<file path="src/isa_pkg.sv">
`default_nettype none

package isa_pkg;

    typedef logic [31:0] word_t;
    typedef logic [4:0] reg_addr_t;

    // primary opcodes of the supported subset
    typedef enum logic [5:0] {
        op_special = 6'h00,
        op_j       = 6'h02,
        op_beq     = 6'h04,
        op_bne     = 6'h05,
        op_addiu   = 6'h09,
        op_ori     = 6'h0d,
        op_lui     = 6'h0f
    } opcode_e;

    // function field, only meaningful under op_special
    typedef enum logic [5:0] {
        fn_addu = 6'h21,
        fn_subu = 6'h23,
        fn_and  = 6'h24,
        fn_or   = 6'h25,
        fn_xor  = 6'h26,
        fn_slt  = 6'h2a
    } funct_e;

    typedef struct packed {
        opcode_e    opcode;
        reg_addr_t  rs;
        reg_addr_t  rt;
        reg_addr_t  rd;
        logic [4:0] shamt;
        funct_e     funct;
    } r_format_t;

    typedef struct packed {
        opcode_e     opcode;
        reg_addr_t   rs;
        reg_addr_t   rt;
        logic [15:0] imm;
    } i_format_t;

    typedef struct packed {
        opcode_e     opcode;
        logic [25:0] index;
    } j_format_t;

    // same 32 bits, seen as whichever format the opcode calls for
    typedef union packed {
        r_format_t r;
        i_format_t i;
        j_format_t j;
        word_t     raw;
    } instr_t;

    typedef enum logic [2:0] {
        alu_add, alu_sub, alu_and, alu_or,
        alu_xor, alu_slt, alu_lui
    } alu_op_e;

    typedef enum logic [1:0] {
        br_none, br_beq, br_bne, br_jump
    } branch_e;

endpackage

`default_nettype wire

</file>
<file path="src/pipe_pkg.sv">
`default_nettype none

package pipe_pkg;

    // instruction bus, one outstanding request
    typedef struct packed {
        logic           valid;
        isa_pkg::word_t addr;
    } ibus_req_t;

    typedef struct packed {
        logic           addr_ok;
        logic           data_ok;
        isa_pkg::word_t data;
    } ibus_resp_t;

    typedef struct packed {
        logic            valid;
        isa_pkg::word_t  pc;
        isa_pkg::instr_t instr;
    } fetch_t;

    typedef struct packed {
        isa_pkg::alu_op_e alu_op;
        logic             use_imm;
        logic             regwrite;
        isa_pkg::branch_e branch;
    } ctl_t;

    // decode to execute, imm holds the jump target for j
    typedef struct packed {
        logic               valid;
        isa_pkg::word_t     pc;
        ctl_t               ctl;
        isa_pkg::reg_addr_t ra1;
        isa_pkg::reg_addr_t ra2;
        isa_pkg::reg_addr_t wa;
        isa_pkg::word_t     rd1;
        isa_pkg::word_t     rd2;
        isa_pkg::word_t     imm;
    } issue_t;

    typedef struct packed {
        logic           valid;
        isa_pkg::word_t target;
    } redirect_t;

    typedef struct packed {
        logic               valid;
        isa_pkg::word_t     pc;
        logic               regwrite;
        isa_pkg::reg_addr_t wa;
        isa_pkg::word_t     wd;
    } retire_t;

endpackage

`default_nettype wire

</file>
<file path="src/core_top.sv">
`timescale 1ns/1ps
`default_nettype none

module core_top #(
    parameter isa_pkg::word_t reset_pc = 32'hbfc0_0000
) (
    input  logic                 clk,
    input  logic                 reset,
    output pipe_pkg::ibus_req_t  ibus_req,
    input  pipe_pkg::ibus_resp_t ibus_resp,
    output pipe_pkg::retire_t    retire
);
    import isa_pkg::*;
    import pipe_pkg::*;

    fetch_t    fetch;
    issue_t    issue;
    redirect_t redirect;
    reg_addr_t ra1;
    reg_addr_t ra2;
    word_t     rd1;
    word_t     rd2;

    fetch_unit #(
        .reset_pc(reset_pc)
    ) u_fetch (
        .clk,
        .reset,
        .redirect,
        .ibus_resp,
        .ibus_req,
        .fetch
    );

    decode_stage u_decode (
        .clk,
        .reset,
        .fetch,
        .redirect,
        .ra1,
        .ra2,
        .rd1,
        .rd2,
        .issue
    );

    // written from the retire record
    regfile u_regfile (
        .clk,
        .reset,
        .ra1,
        .ra2,
        .rd1,
        .rd2,
        .wb(retire)
    );

    execute_stage u_execute (
        .clk,
        .reset,
        .issue,
        .redirect,
        .retire
    );

endmodule

`default_nettype wire

</file>
<file path="src/decode_stage.sv">
`timescale 1ns/1ps
`default_nettype none

module decode_stage (
    input  logic                clk,
    input  logic                reset,
    input  pipe_pkg::fetch_t    fetch,
    input  pipe_pkg::redirect_t redirect,
    output isa_pkg::reg_addr_t  ra1,
    output isa_pkg::reg_addr_t  ra2,
    input  isa_pkg::word_t      rd1,
    input  isa_pkg::word_t      rd2,
    output pipe_pkg::issue_t    issue
);
    import isa_pkg::*;
    import pipe_pkg::*;

    instr_t    instr;
    ctl_t      ctl;
    word_t     imm;
    word_t     pc_plus4;
    reg_addr_t wa;

    assign instr    = fetch.instr;
    assign pc_plus4 = fetch.pc + 32'd4;
    assign ra1      = instr.r.rs;
    assign ra2      = instr.r.rt;

    always_comb begin
        // unknown encodings fall through as a no-op
        ctl.alu_op   = alu_add;
        ctl.use_imm  = 1'b0;
        ctl.regwrite = 1'b0;
        ctl.branch   = br_none;
        imm          = {{16{instr.i.imm[15]}}, instr.i.imm};
        wa           = instr.r.rd;
        case (instr.r.opcode)
            op_special: begin
                ctl.regwrite = 1'b1;
                case (instr.r.funct)
                    fn_addu: ctl.alu_op = alu_add;
                    fn_subu: ctl.alu_op = alu_sub;
                    fn_and:  ctl.alu_op = alu_and;
                    fn_or:   ctl.alu_op = alu_or;
                    fn_xor:  ctl.alu_op = alu_xor;
                    fn_slt:  ctl.alu_op = alu_slt;
                    default: ctl.regwrite = 1'b0;
                endcase
            end
            op_addiu, op_ori, op_lui: begin
                ctl.use_imm  = 1'b1;
                ctl.regwrite = 1'b1;
                wa           = instr.i.rt;
                if (instr.i.opcode == op_ori) begin
                    ctl.alu_op = alu_or;
                    imm        = {16'h0000, instr.i.imm};
                end else if (instr.i.opcode == op_lui) begin
                    ctl.alu_op = alu_lui;
                    imm        = {instr.i.imm, 16'h0000};
                end
            end
            op_beq: ctl.branch = br_beq;
            op_bne: ctl.branch = br_bne;
            op_j: begin
                ctl.branch = br_jump;
                imm        = {pc_plus4[31:28], instr.j.index, 2'b00};
            end
            default: ;
        endcase
        // writes to r0 are dropped here, not in the register file
        if (wa == '0) begin
            ctl.regwrite = 1'b0;
        end
    end

    always_ff @(posedge clk) begin
        if (reset) begin
            issue.valid <= 1'b0;
        end else begin
            issue.valid <= fetch.valid && !redirect.valid;
        end
        issue.pc  <= fetch.pc;
        issue.ctl <= ctl;
        issue.ra1 <= ra1;
        issue.ra2 <= ra2;
        issue.wa  <= wa;
        issue.rd1 <= rd1;
        issue.rd2 <= rd2;
        issue.imm <= imm;
    end

endmodule

`default_nettype wire

</file>
<file path="src/execute_stage.sv">
`timescale 1ns/1ps
`default_nettype none

module execute_stage (
    input  logic                clk,
    input  logic                reset,
    input  pipe_pkg::issue_t    issue,
    output pipe_pkg::redirect_t redirect,
    output pipe_pkg::retire_t   retire
);
    import isa_pkg::*;
    import pipe_pkg::*;

    word_t src_a;
    word_t src_b;
    word_t op_b;
    word_t alu_out;
    word_t br_target;
    logic  fwd_ok;
    logic  taken;

    // bypass from the instruction retiring this cycle
    assign fwd_ok = retire.valid && retire.regwrite;
    assign src_a  = (fwd_ok && retire.wa == issue.ra1) ? retire.wd : issue.rd1;
    assign src_b  = (fwd_ok && retire.wa == issue.ra2) ? retire.wd : issue.rd2;
    assign op_b   = issue.ctl.use_imm ? issue.imm : src_b;

    always_comb begin
        case (issue.ctl.alu_op)
            alu_add: alu_out = src_a + op_b;
            alu_sub: alu_out = src_a - op_b;
            alu_and: alu_out = src_a & op_b;
            alu_or:  alu_out = src_a | op_b;
            alu_xor: alu_out = src_a ^ op_b;
            alu_slt: alu_out = {31'b0, $signed(src_a) < $signed(op_b)};
            alu_lui: alu_out = op_b;
            default: alu_out = '0;
        endcase
    end

    always_comb begin
        case (issue.ctl.branch)
            br_beq:  taken = (src_a == src_b);
            br_bne:  taken = (src_a != src_b);
            br_jump: taken = 1'b1;
            default: taken = 1'b0;
        endcase
    end

    // no delay slot, offset counts from pc+4
    assign br_target = (issue.ctl.branch == br_jump) ? issue.imm
                     : issue.pc + 32'd4 + {issue.imm[29:0], 2'b00};

    assign redirect.valid  = issue.valid && taken;
    assign redirect.target = br_target;

    always_ff @(posedge clk) begin
        if (reset) begin
            retire.valid <= 1'b0;
        end else begin
            retire.valid <= issue.valid;
        end
        retire.pc       <= issue.pc;
        retire.regwrite <= issue.ctl.regwrite;
        retire.wa       <= issue.wa;
        retire.wd       <= alu_out;
    end

    // a taken branch kills whatever decode held behind it
    assert property (@(posedge clk) disable iff (reset)
        redirect.valid |-> issue.valid ##1 !issue.valid)
        else $error("younger instruction survived a redirect");

endmodule

`default_nettype wire

</file>
<file path="src/fetch_unit.sv">
`timescale 1ns/1ps
`default_nettype none

module fetch_unit #(
    parameter isa_pkg::word_t reset_pc = 32'hbfc0_0000
) (
    input  logic                 clk,
    input  logic                 reset,
    input  pipe_pkg::redirect_t  redirect,
    input  pipe_pkg::ibus_resp_t ibus_resp,
    output pipe_pkg::ibus_req_t  ibus_req,
    output pipe_pkg::fetch_t     fetch
);
    import isa_pkg::*;
    import pipe_pkg::*;

    word_t pc;
    word_t req_pc;
    logic  started;
    logic  pending;
    logic  stale;
    logic  accept;

    // next request may go out in the cycle the previous data returns
    assign ibus_req.valid = started && (!pending || ibus_resp.data_ok);
    assign ibus_req.addr  = pc;
    assign accept         = ibus_req.valid && ibus_resp.addr_ok;

    always_ff @(posedge clk) begin
        if (reset) begin
            started <= 1'b0;
            pending <= 1'b0;
            stale   <= 1'b0;
        end else begin
            started <= 1'b1;
            if (accept) begin
                pending <= 1'b1;
                // accepted under a redirect means wrong path
                stale   <= redirect.valid;
            end else if (ibus_resp.data_ok) begin
                pending <= 1'b0;
                stale   <= 1'b0;
            end else if (redirect.valid && pending) begin
                stale <= 1'b1;
            end
        end
    end

    // redirect wins over sequential advance
    always_ff @(posedge clk) begin
        if (reset) begin
            pc <= reset_pc;
        end else if (redirect.valid) begin
            pc <= redirect.target;
        end else if (accept) begin
            pc <= pc + 32'd4;
        end
    end

    always_ff @(posedge clk) begin
        if (accept) begin
            req_pc <= pc;
        end
    end

    // returned word goes to decode for one cycle
    always_ff @(posedge clk) begin
        if (reset) begin
            fetch.valid <= 1'b0;
        end else begin
            fetch.valid <= ibus_resp.data_ok && !stale && !redirect.valid;
        end
        fetch.pc        <= req_pc;
        fetch.instr.raw <= ibus_resp.data;
    end

    // the memory only answers a request it has accepted
    assert property (@(posedge clk) disable iff (reset)
        ibus_resp.data_ok |-> pending)
        else $error("data_ok without an outstanding request");

endmodule

`default_nettype wire

</file>
<file path="src/regfile.sv">
`timescale 1ns/1ps
`default_nettype none

module regfile (
    input  logic                clk,
    input  logic                reset,
    input  isa_pkg::reg_addr_t  ra1,
    input  isa_pkg::reg_addr_t  ra2,
    output isa_pkg::word_t      rd1,
    output isa_pkg::word_t      rd2,
    input  pipe_pkg::retire_t   wb
);
    import isa_pkg::*;
    import pipe_pkg::*;

    word_t regs [31:1];
    logic  wen;

    assign wen = wb.valid && wb.regwrite && (wb.wa != '0);

    always_ff @(posedge clk) begin
        if (reset) begin
            for (int i = 1; i < 32; i++) begin
                regs[i] <= '0;
            end
        end else if (wen) begin
            regs[wb.wa] <= wb.wd;
        end
    end

    // r0 is hardwired, a write in flight is seen right away
    assign rd1 = (ra1 == '0) ? '0 : (wen && wb.wa == ra1) ? wb.wd : regs[ra1];
    assign rd2 = (ra2 == '0) ? '0 : (wen && wb.wa == ra2) ? wb.wd : regs[ra2];

    // decode already drops r0 writes
    assert property (@(posedge clk) disable iff (reset)
        (wb.valid && wb.regwrite) |-> (wb.wa != '0))
        else $error("register write aimed at r0");

endmodule

`default_nettype wire

</file>
<file path="config.mk">
export PLATFORM = sky130hd
export DESIGN_NAME = core_top
export DESIGN_NICKNAME = d
export VERILOG_FILES = /design/src/isa_pkg.sv /design/src/pipe_pkg.sv /design/src/core_top.sv /design/src/decode_stage.sv /design/src/execute_stage.sv /design/src/fetch_unit.sv /design/src/regfile.sv
export SDC_FILE = /design/constraint.sdc
export NUM_CORES = 2
export LEC_CHECK = 0
export BUFFER_PORTS_ARGS = -buffer_cell sky130_fd_sc_hd__buf_2
export CORE_ASPECT_RATIO = 1.5
export CORE_MARGIN = 8
export CORE_UTILIZATION = 50
export CTS_CLUSTER_SIZE = 14
export DETAILED_ROUTE_END_ITERATION = 16
export MAX_ROUTING_LAYER = met4
export PLACE_DENSITY = 0.71
export REMOVE_ABC_BUFFERS = 1
export SLEW_MARGIN = 15
export SYNTH_ARGS = -nofsm -noshare
export SYNTH_HDL_FRONTEND = slang
export SYNTH_SLANG_ARGS = --single-unit
export TNS_END_PERCENT = 5
</file>
<file path="constraint.sdc">
create_clock -name clk -period 17.4 [get_ports clk]
set_input_delay 2.61 -clock clk [delete_from_list [all_inputs] [get_ports clk]]
set_output_delay 2.61 -clock clk [all_outputs]
set_load 0.01 [all_outputs]
</file>
Yosys cells after proc, flatten, opt, wreduce, memory -nomap -nowiden --
Memory sizes are Yosys's and may differ from the RTL's. A register that Yosys moved wholly into a read port is not among the register bits. Index checks and enable logic that the tools add are counted.
Storage, ports and cells: bits in registers 354, latch bits 0, bits in writable memories 992, memory bits (read-only) 0, input port bits 36, memories kept 1
Operators by class: add/subtract/negate cells 6, multipliers 0, div/mod/pow operators 0, $lt $le $gt $ge 1, eq/ne operators 27, shift operators 0, multiplexer cells 36, bitwise operators 3, reductions and logical operators 29
Memories:
- u_regfile.regs | depth 31, bits a word 32, rd ports 2, clocked after Yosys merged registers in 2, write ports 31, RTL line regfile.sv:16 | word_t regs [31:1];
Operator list (count):
- 2-to-1 mux 32 bit | 10
- case mux 32 bit (7 select lines) | 1
- adder 32 x 3 -> 32 bit (second input constant) | 3
- adder 32 bit | 2
- case mux 32 bit (2 select lines) | 1
- == test 6 bit (second input constant) | 6
- bitwise AND 32 bit | 1
- == test 32 bit | 1
- < comparator 32 bit | 1
- != test 32 bit | 1
- bitwise OR 32 bit | 1
- OR reduction 32 bit | 1
- subtractor 32 bit | 1
- XOR 32 bit | 1
- 2-to-1 mux 31 bit | 1
- == test 5 bit | 4
- == test 6 x 4 -> 1 bit (second input constant) | 3
- logical NOT 5 bit | 3
- case mux 3 bit (5 select lines) | 1
- 2-to-1 mux 1 bit | 14
- logical AND 1 bit | 13
- == test 6 x 3 -> 1 bit (second input constant) | 2
- 2-to-1 mux 5 bit | 2
- == test 3 bit (second input constant) | 3
- other kinds (19) | 25

Longest topological paths before layout --
depth after elaboration 10, depth in mapped cells 26, mapped depth without buffers 20

Modules after synthesis --
From an unflattened synthesis, not the netlist that was laid out.
Unflattened totals: cell total of the unflattened synthesis 6112, area, all modules 74913.1 um2
Modules (own cells, without submodules):
- regfile | times used 1, cells each 4007, area each 55793.5 um2, seq. area each 30749.5 um2
- execute_stage | times used 1, cells each 1418, area each 10725.3 um2, seq. area each 1421.4 um2
- fetch_unit | times used 1, cells each 356, area each 4334.2 um2, seq. area each 2962.8 um2
- decode_stage | times used 1, cells each 331, area each 4060.1 um2, seq. area each 3022.9 um2

Worst setup path before layout --
Ideal clock, no wire load.
path type input-to-reg, start input reset, end memory u_regfile.regs[16][0] in the netlist's numbering, enable pin, library setup time 0.466 ns, arrival time 5.694 ns, required time 16.934 ns, slack 11.240 ns, cell stages on the path 6, cell sequence inv_1 and2_1 nand2_1 clkbuf_1 clkbuf_1 o21ai_0
RTL lines:
- start, declared | RTL line core_top.sv:8 | input logic reset,
- end, declared | RTL line regfile.sv:16

Worst setup path after layout --
start register u_execute.retire[32] (netlist name), end register u_execute.retire[31] (netlist name)
On the way: longest elaborated chain between the ends 6
Ends and longest elaborated chain:
- == test 5 bit | RTL line execute_stage.sv:25 | assign src_b = (fwd_ok && retire.wa == issue.ra2) ? retire.wd : issue.rd2;
- logical AND 1 bit | RTL line execute_stage.sv:25
- 2-to-1 mux 32 bit | RTL line execute_stage.sv:25
- 2-to-1 mux 32 bit | RTL line execute_stage.sv:26 | assign op_b = issue.ctl.use_imm ? issue.imm : src_b;
- subtractor 32 bit (tied with other cells) | RTL line execute_stage.sv:31 | alu_sub: alu_out = src_a - op_b;
- case mux 32 bit (7 select lines) * | RTL line execute_stage.sv:29 | case (issue.ctl.alu_op)
- net u_execute.alu_out[31] | RTL line execute_stage.sv:17 | word_t alu_out;
The timed path passes the listed nets; every way through them passes the cells marked *. A chain may end at the register's enable or synchronous reset.

==> impl_metrics.json <==
{
  "clock_latency_ps": 790,
  "synth-seq-cells": 1378,
  "r2r_start": "u_execute.retire[32]$_DFF_P_",
  "grt_max_degree": 89,
  "fp.dieW_um": 330,
  "drc": 0,
  "endpoint_kind": "flop",
  "final_max_slew_viol_count": 0,
  "drv_cap": 0,
  "synth_edf_count": 1056,
  "h-tree-depth": 4,
  "synthTopCellsByArea": "edfxtp_1, mux4_2, dfxtp_1",
  "drtIter0Drc": 5860,
  "rows": 172,
  "die_h_um": 487,
  "async_flop_share_pct": 0,
  "worstPathRequired_ps": 18110,
  "multiInputGateArea_sq_um": 33900,
  "fin_hold_ws_ps": 332,
  "ant_nets": 0,
  "worstMarginPinSlew_ps": 1320,
  "clkSlewWorstSetupHoldPaths_ps": 70,
  "seq_area_sq_um": 38200,
  "worstPathMaxFanout": 34,
  "cp.arrival_ps": 7530,
  "syn_area_sq_um": 73800,
  "place_area_sq_um": 76900,
  "cts_buffers": 134,
  "postSynthCellCount": 5561,
  "cts_tree": "done",
  "fmax_mhz": 147,
  "grt_antenna_before_repair": 13,
  "leakage_nw": 29.7,
  "worstSetupStartpoint": "u_execute.retire[32]$_DFF_P_",
  "grt_pass1_wl_mm": 361,
  "grt_pass1_vias": 51406,
  "drive_gt1_share_pct": 22.9,
  "finalWeightedCongestion": 0.993,
  "fin_crit_sh_pct": 39.2,
  "finalHoldViolations": 0,
  "fill_cells": 11532,
  "clock-sinks": 1378,
  "synth_top_area_cell": "edfxtp_1",
  "yosys_most_used_dff": "edfxtp_1",
  "setup_violations": 0,
  "outcome": "finished, final reports clean",
  "wl_per_cell_um": 33.7,
  "synth_top_area_share_pct": 43.0,
  "hp-class": "flop to flop",
  "syn_area_per_cell_sq_um": 13.3,
  "boundaryPins": 140,
  "fin_util_pct": 55.4,
  "worst-setup-path-type": "flop to flop",
  "synth_common_cells": "edfxtp_1, and2_1, mux4_2",
  "grt-ovfl-total": 0,
  "min_from": "u_fetch.fetch[33]$_DFF_P_",
  "die-area_sq_um": 160000,
  "ys_seq_area_share_pct": 51.7,
  "powerDensity_nw_per_um2": 106,
  "coreArea_sq_um": 147000,
  "synth.most_common_cell": "edfxtp_1",
  "num_vias": 50642,
  "postCtsSetupBuffers": 0,
  "worstSetupStartpointType": "flop",
  "areaGrowthSynthToFinish_pct": 9.97,
  "rsz0062_at_grt": "no",
  "period_needed_ps": 6820,
  "final_area_sq_um": 81200,
  "synth_warnings": 0,
  "fin_nets": 5715,
  "ctsHoldBuffers": 0,
  "slew_headroom_pct": 11.5,
  "vdd_drop_max_v": 0.000100,
  "portBuffers": 139,
  "cts_resized": 0,
  "cts_buffer_depth": 3,
  "fin_skew_ps": 30.8,
  "routed_wl_mm": 254,
  "viasPerCell": 6.72,
  "cts_root_buffer": "clkbuf_16",
  "tns_ps": 0,
  "dp_hpwl_mm": 166,
  "track_usage_pct": 32.3,
  "start_util_pct": 50.4,
  "ys_types": 84,
  "dr.pass1.iters": 5
}
-- kinds of logic (layout without fill, tap and decap cells) --
| logic type | count (synthesis) | after routing | share of synthesized area (%) |
|---|---|---|---|
| AO/OA/AOI/OAI | 703 | 703 | 6.28 |
| flip-flops | 1378 | 1378 | 51.7 |
| buffers and inverters | 655 | 676 | 3.42 |
| adder cells (fa/ha/maj) | 166 | 166 | 2.85 |
| other | 1 | 42 | 0.00508 |
| multiplexers | 759 | 759 | 21.2 |
| XOR/XNOR | 123 | 123 | 1.46 |
| AND/OR/NAND/NOR | 1776 | 1776 | 13.1 |
-- cells in the final DEF, fill, tap and decap left out, types with 130 or more instances in the layout --
cell type / instances
edfxtp_1: 1056
and2_1: 873
mux4_2: 641
dfxtp_1: 309
nand2_1: 254
nor2_1: 199
a21oi_1: 184
nor3_1: 184
ha_1: 163
buf_4: 162
buf_2: 139
clkbuf_16: 136
inv_1: 130
-- metrics by stage --
stage / worst slack (ps) / total power [W] / instances
floorplan: 4890 / 0.00503 / 5075
global placement: 10850 / 0.00572 / 7291
detailed placement: 10780 / 0.00574 / 7291
CTS: 10760 / 0.00858 / 7527
global route: 10360 / 0.00884 / 7535
finish: 10580 / 0.00861 / 7537
-- state kept, by name, summed over array words and instances, names as in the netlist --
signal            flops
u_execute.retire     71
u_fetch.fetch        65
u_decode.issue      151
u_fetch.req_pc       32
u_fetch.stale         1
u_regfile.regs     1024
u_fetch.pending       1
u_fetch.started       1
u_fetch.pc           32
-- worst max-delay path: stages, from the launching register on --
cell       delay (ps)
dfxtp_1           640
xor2_1            190
nor4_4            490
and2_2            270
buf_4             360
buf_4             430
mux2i_1           390
inv_1             130
ha_1              420
and3_1            240
and3_1            170
a21boi_0          570
a2111oi_1         200
buf_4             210
o21ai_0           470
a21oi_1           240
o22a_1            300
a2111oi_0         590
nand2_1           110
a32o_1            230
o31ai_1            50
-- worst paths after layout --
kind / depth (start not counted) / slack (ps) / endpoint
setup / recovery: 20 / 10580 / u_execute.retire[31]$_DFF_P_
hold / removal: 0 / 330 / u_decode.issue[119]$_DFF_P_
setup reg to reg: 20 / 10580 / u_execute.retire[31]$_DFF_P_
hold reg to reg: 0 / 330 / u_decode.issue[119]$_DFF_P_
-- layout make-up --
class | count | share of cell area (%)
inverter | 138 | 0.640
clock inverter | 68 | 0.718
multi-input combinational | 3559 | 41.8
antenna | 10 | 0.0308
tap | 1914 | 2.95
clock buffer | 168 | 4.45
sequential | 1378 | 47.1
timing repair buffer | 302 | 2.38
-- metal layers --
metal | vias to the layer above | global-route usage, % | routed length [um]
met5 | - | - | 0
met4 | 0 | 27.1 | 25400
met3 | 1138 | 6.54 | 23600
met2 | 3295 | 53.6 | 128000
met1 | 25315 | 32.7 | 77700
li1 | 20894 | - | -
-- where the power goes --
part / switching [W] / internal, W / leakage [nW]
sequential: 0.000160 / 0.00372 / 13.5
combinational: 0.00124 / 0.000608 / 14.1
clock: 0.00130 / 0.00158 / 2.06
(Power assumes the default switching activity.)
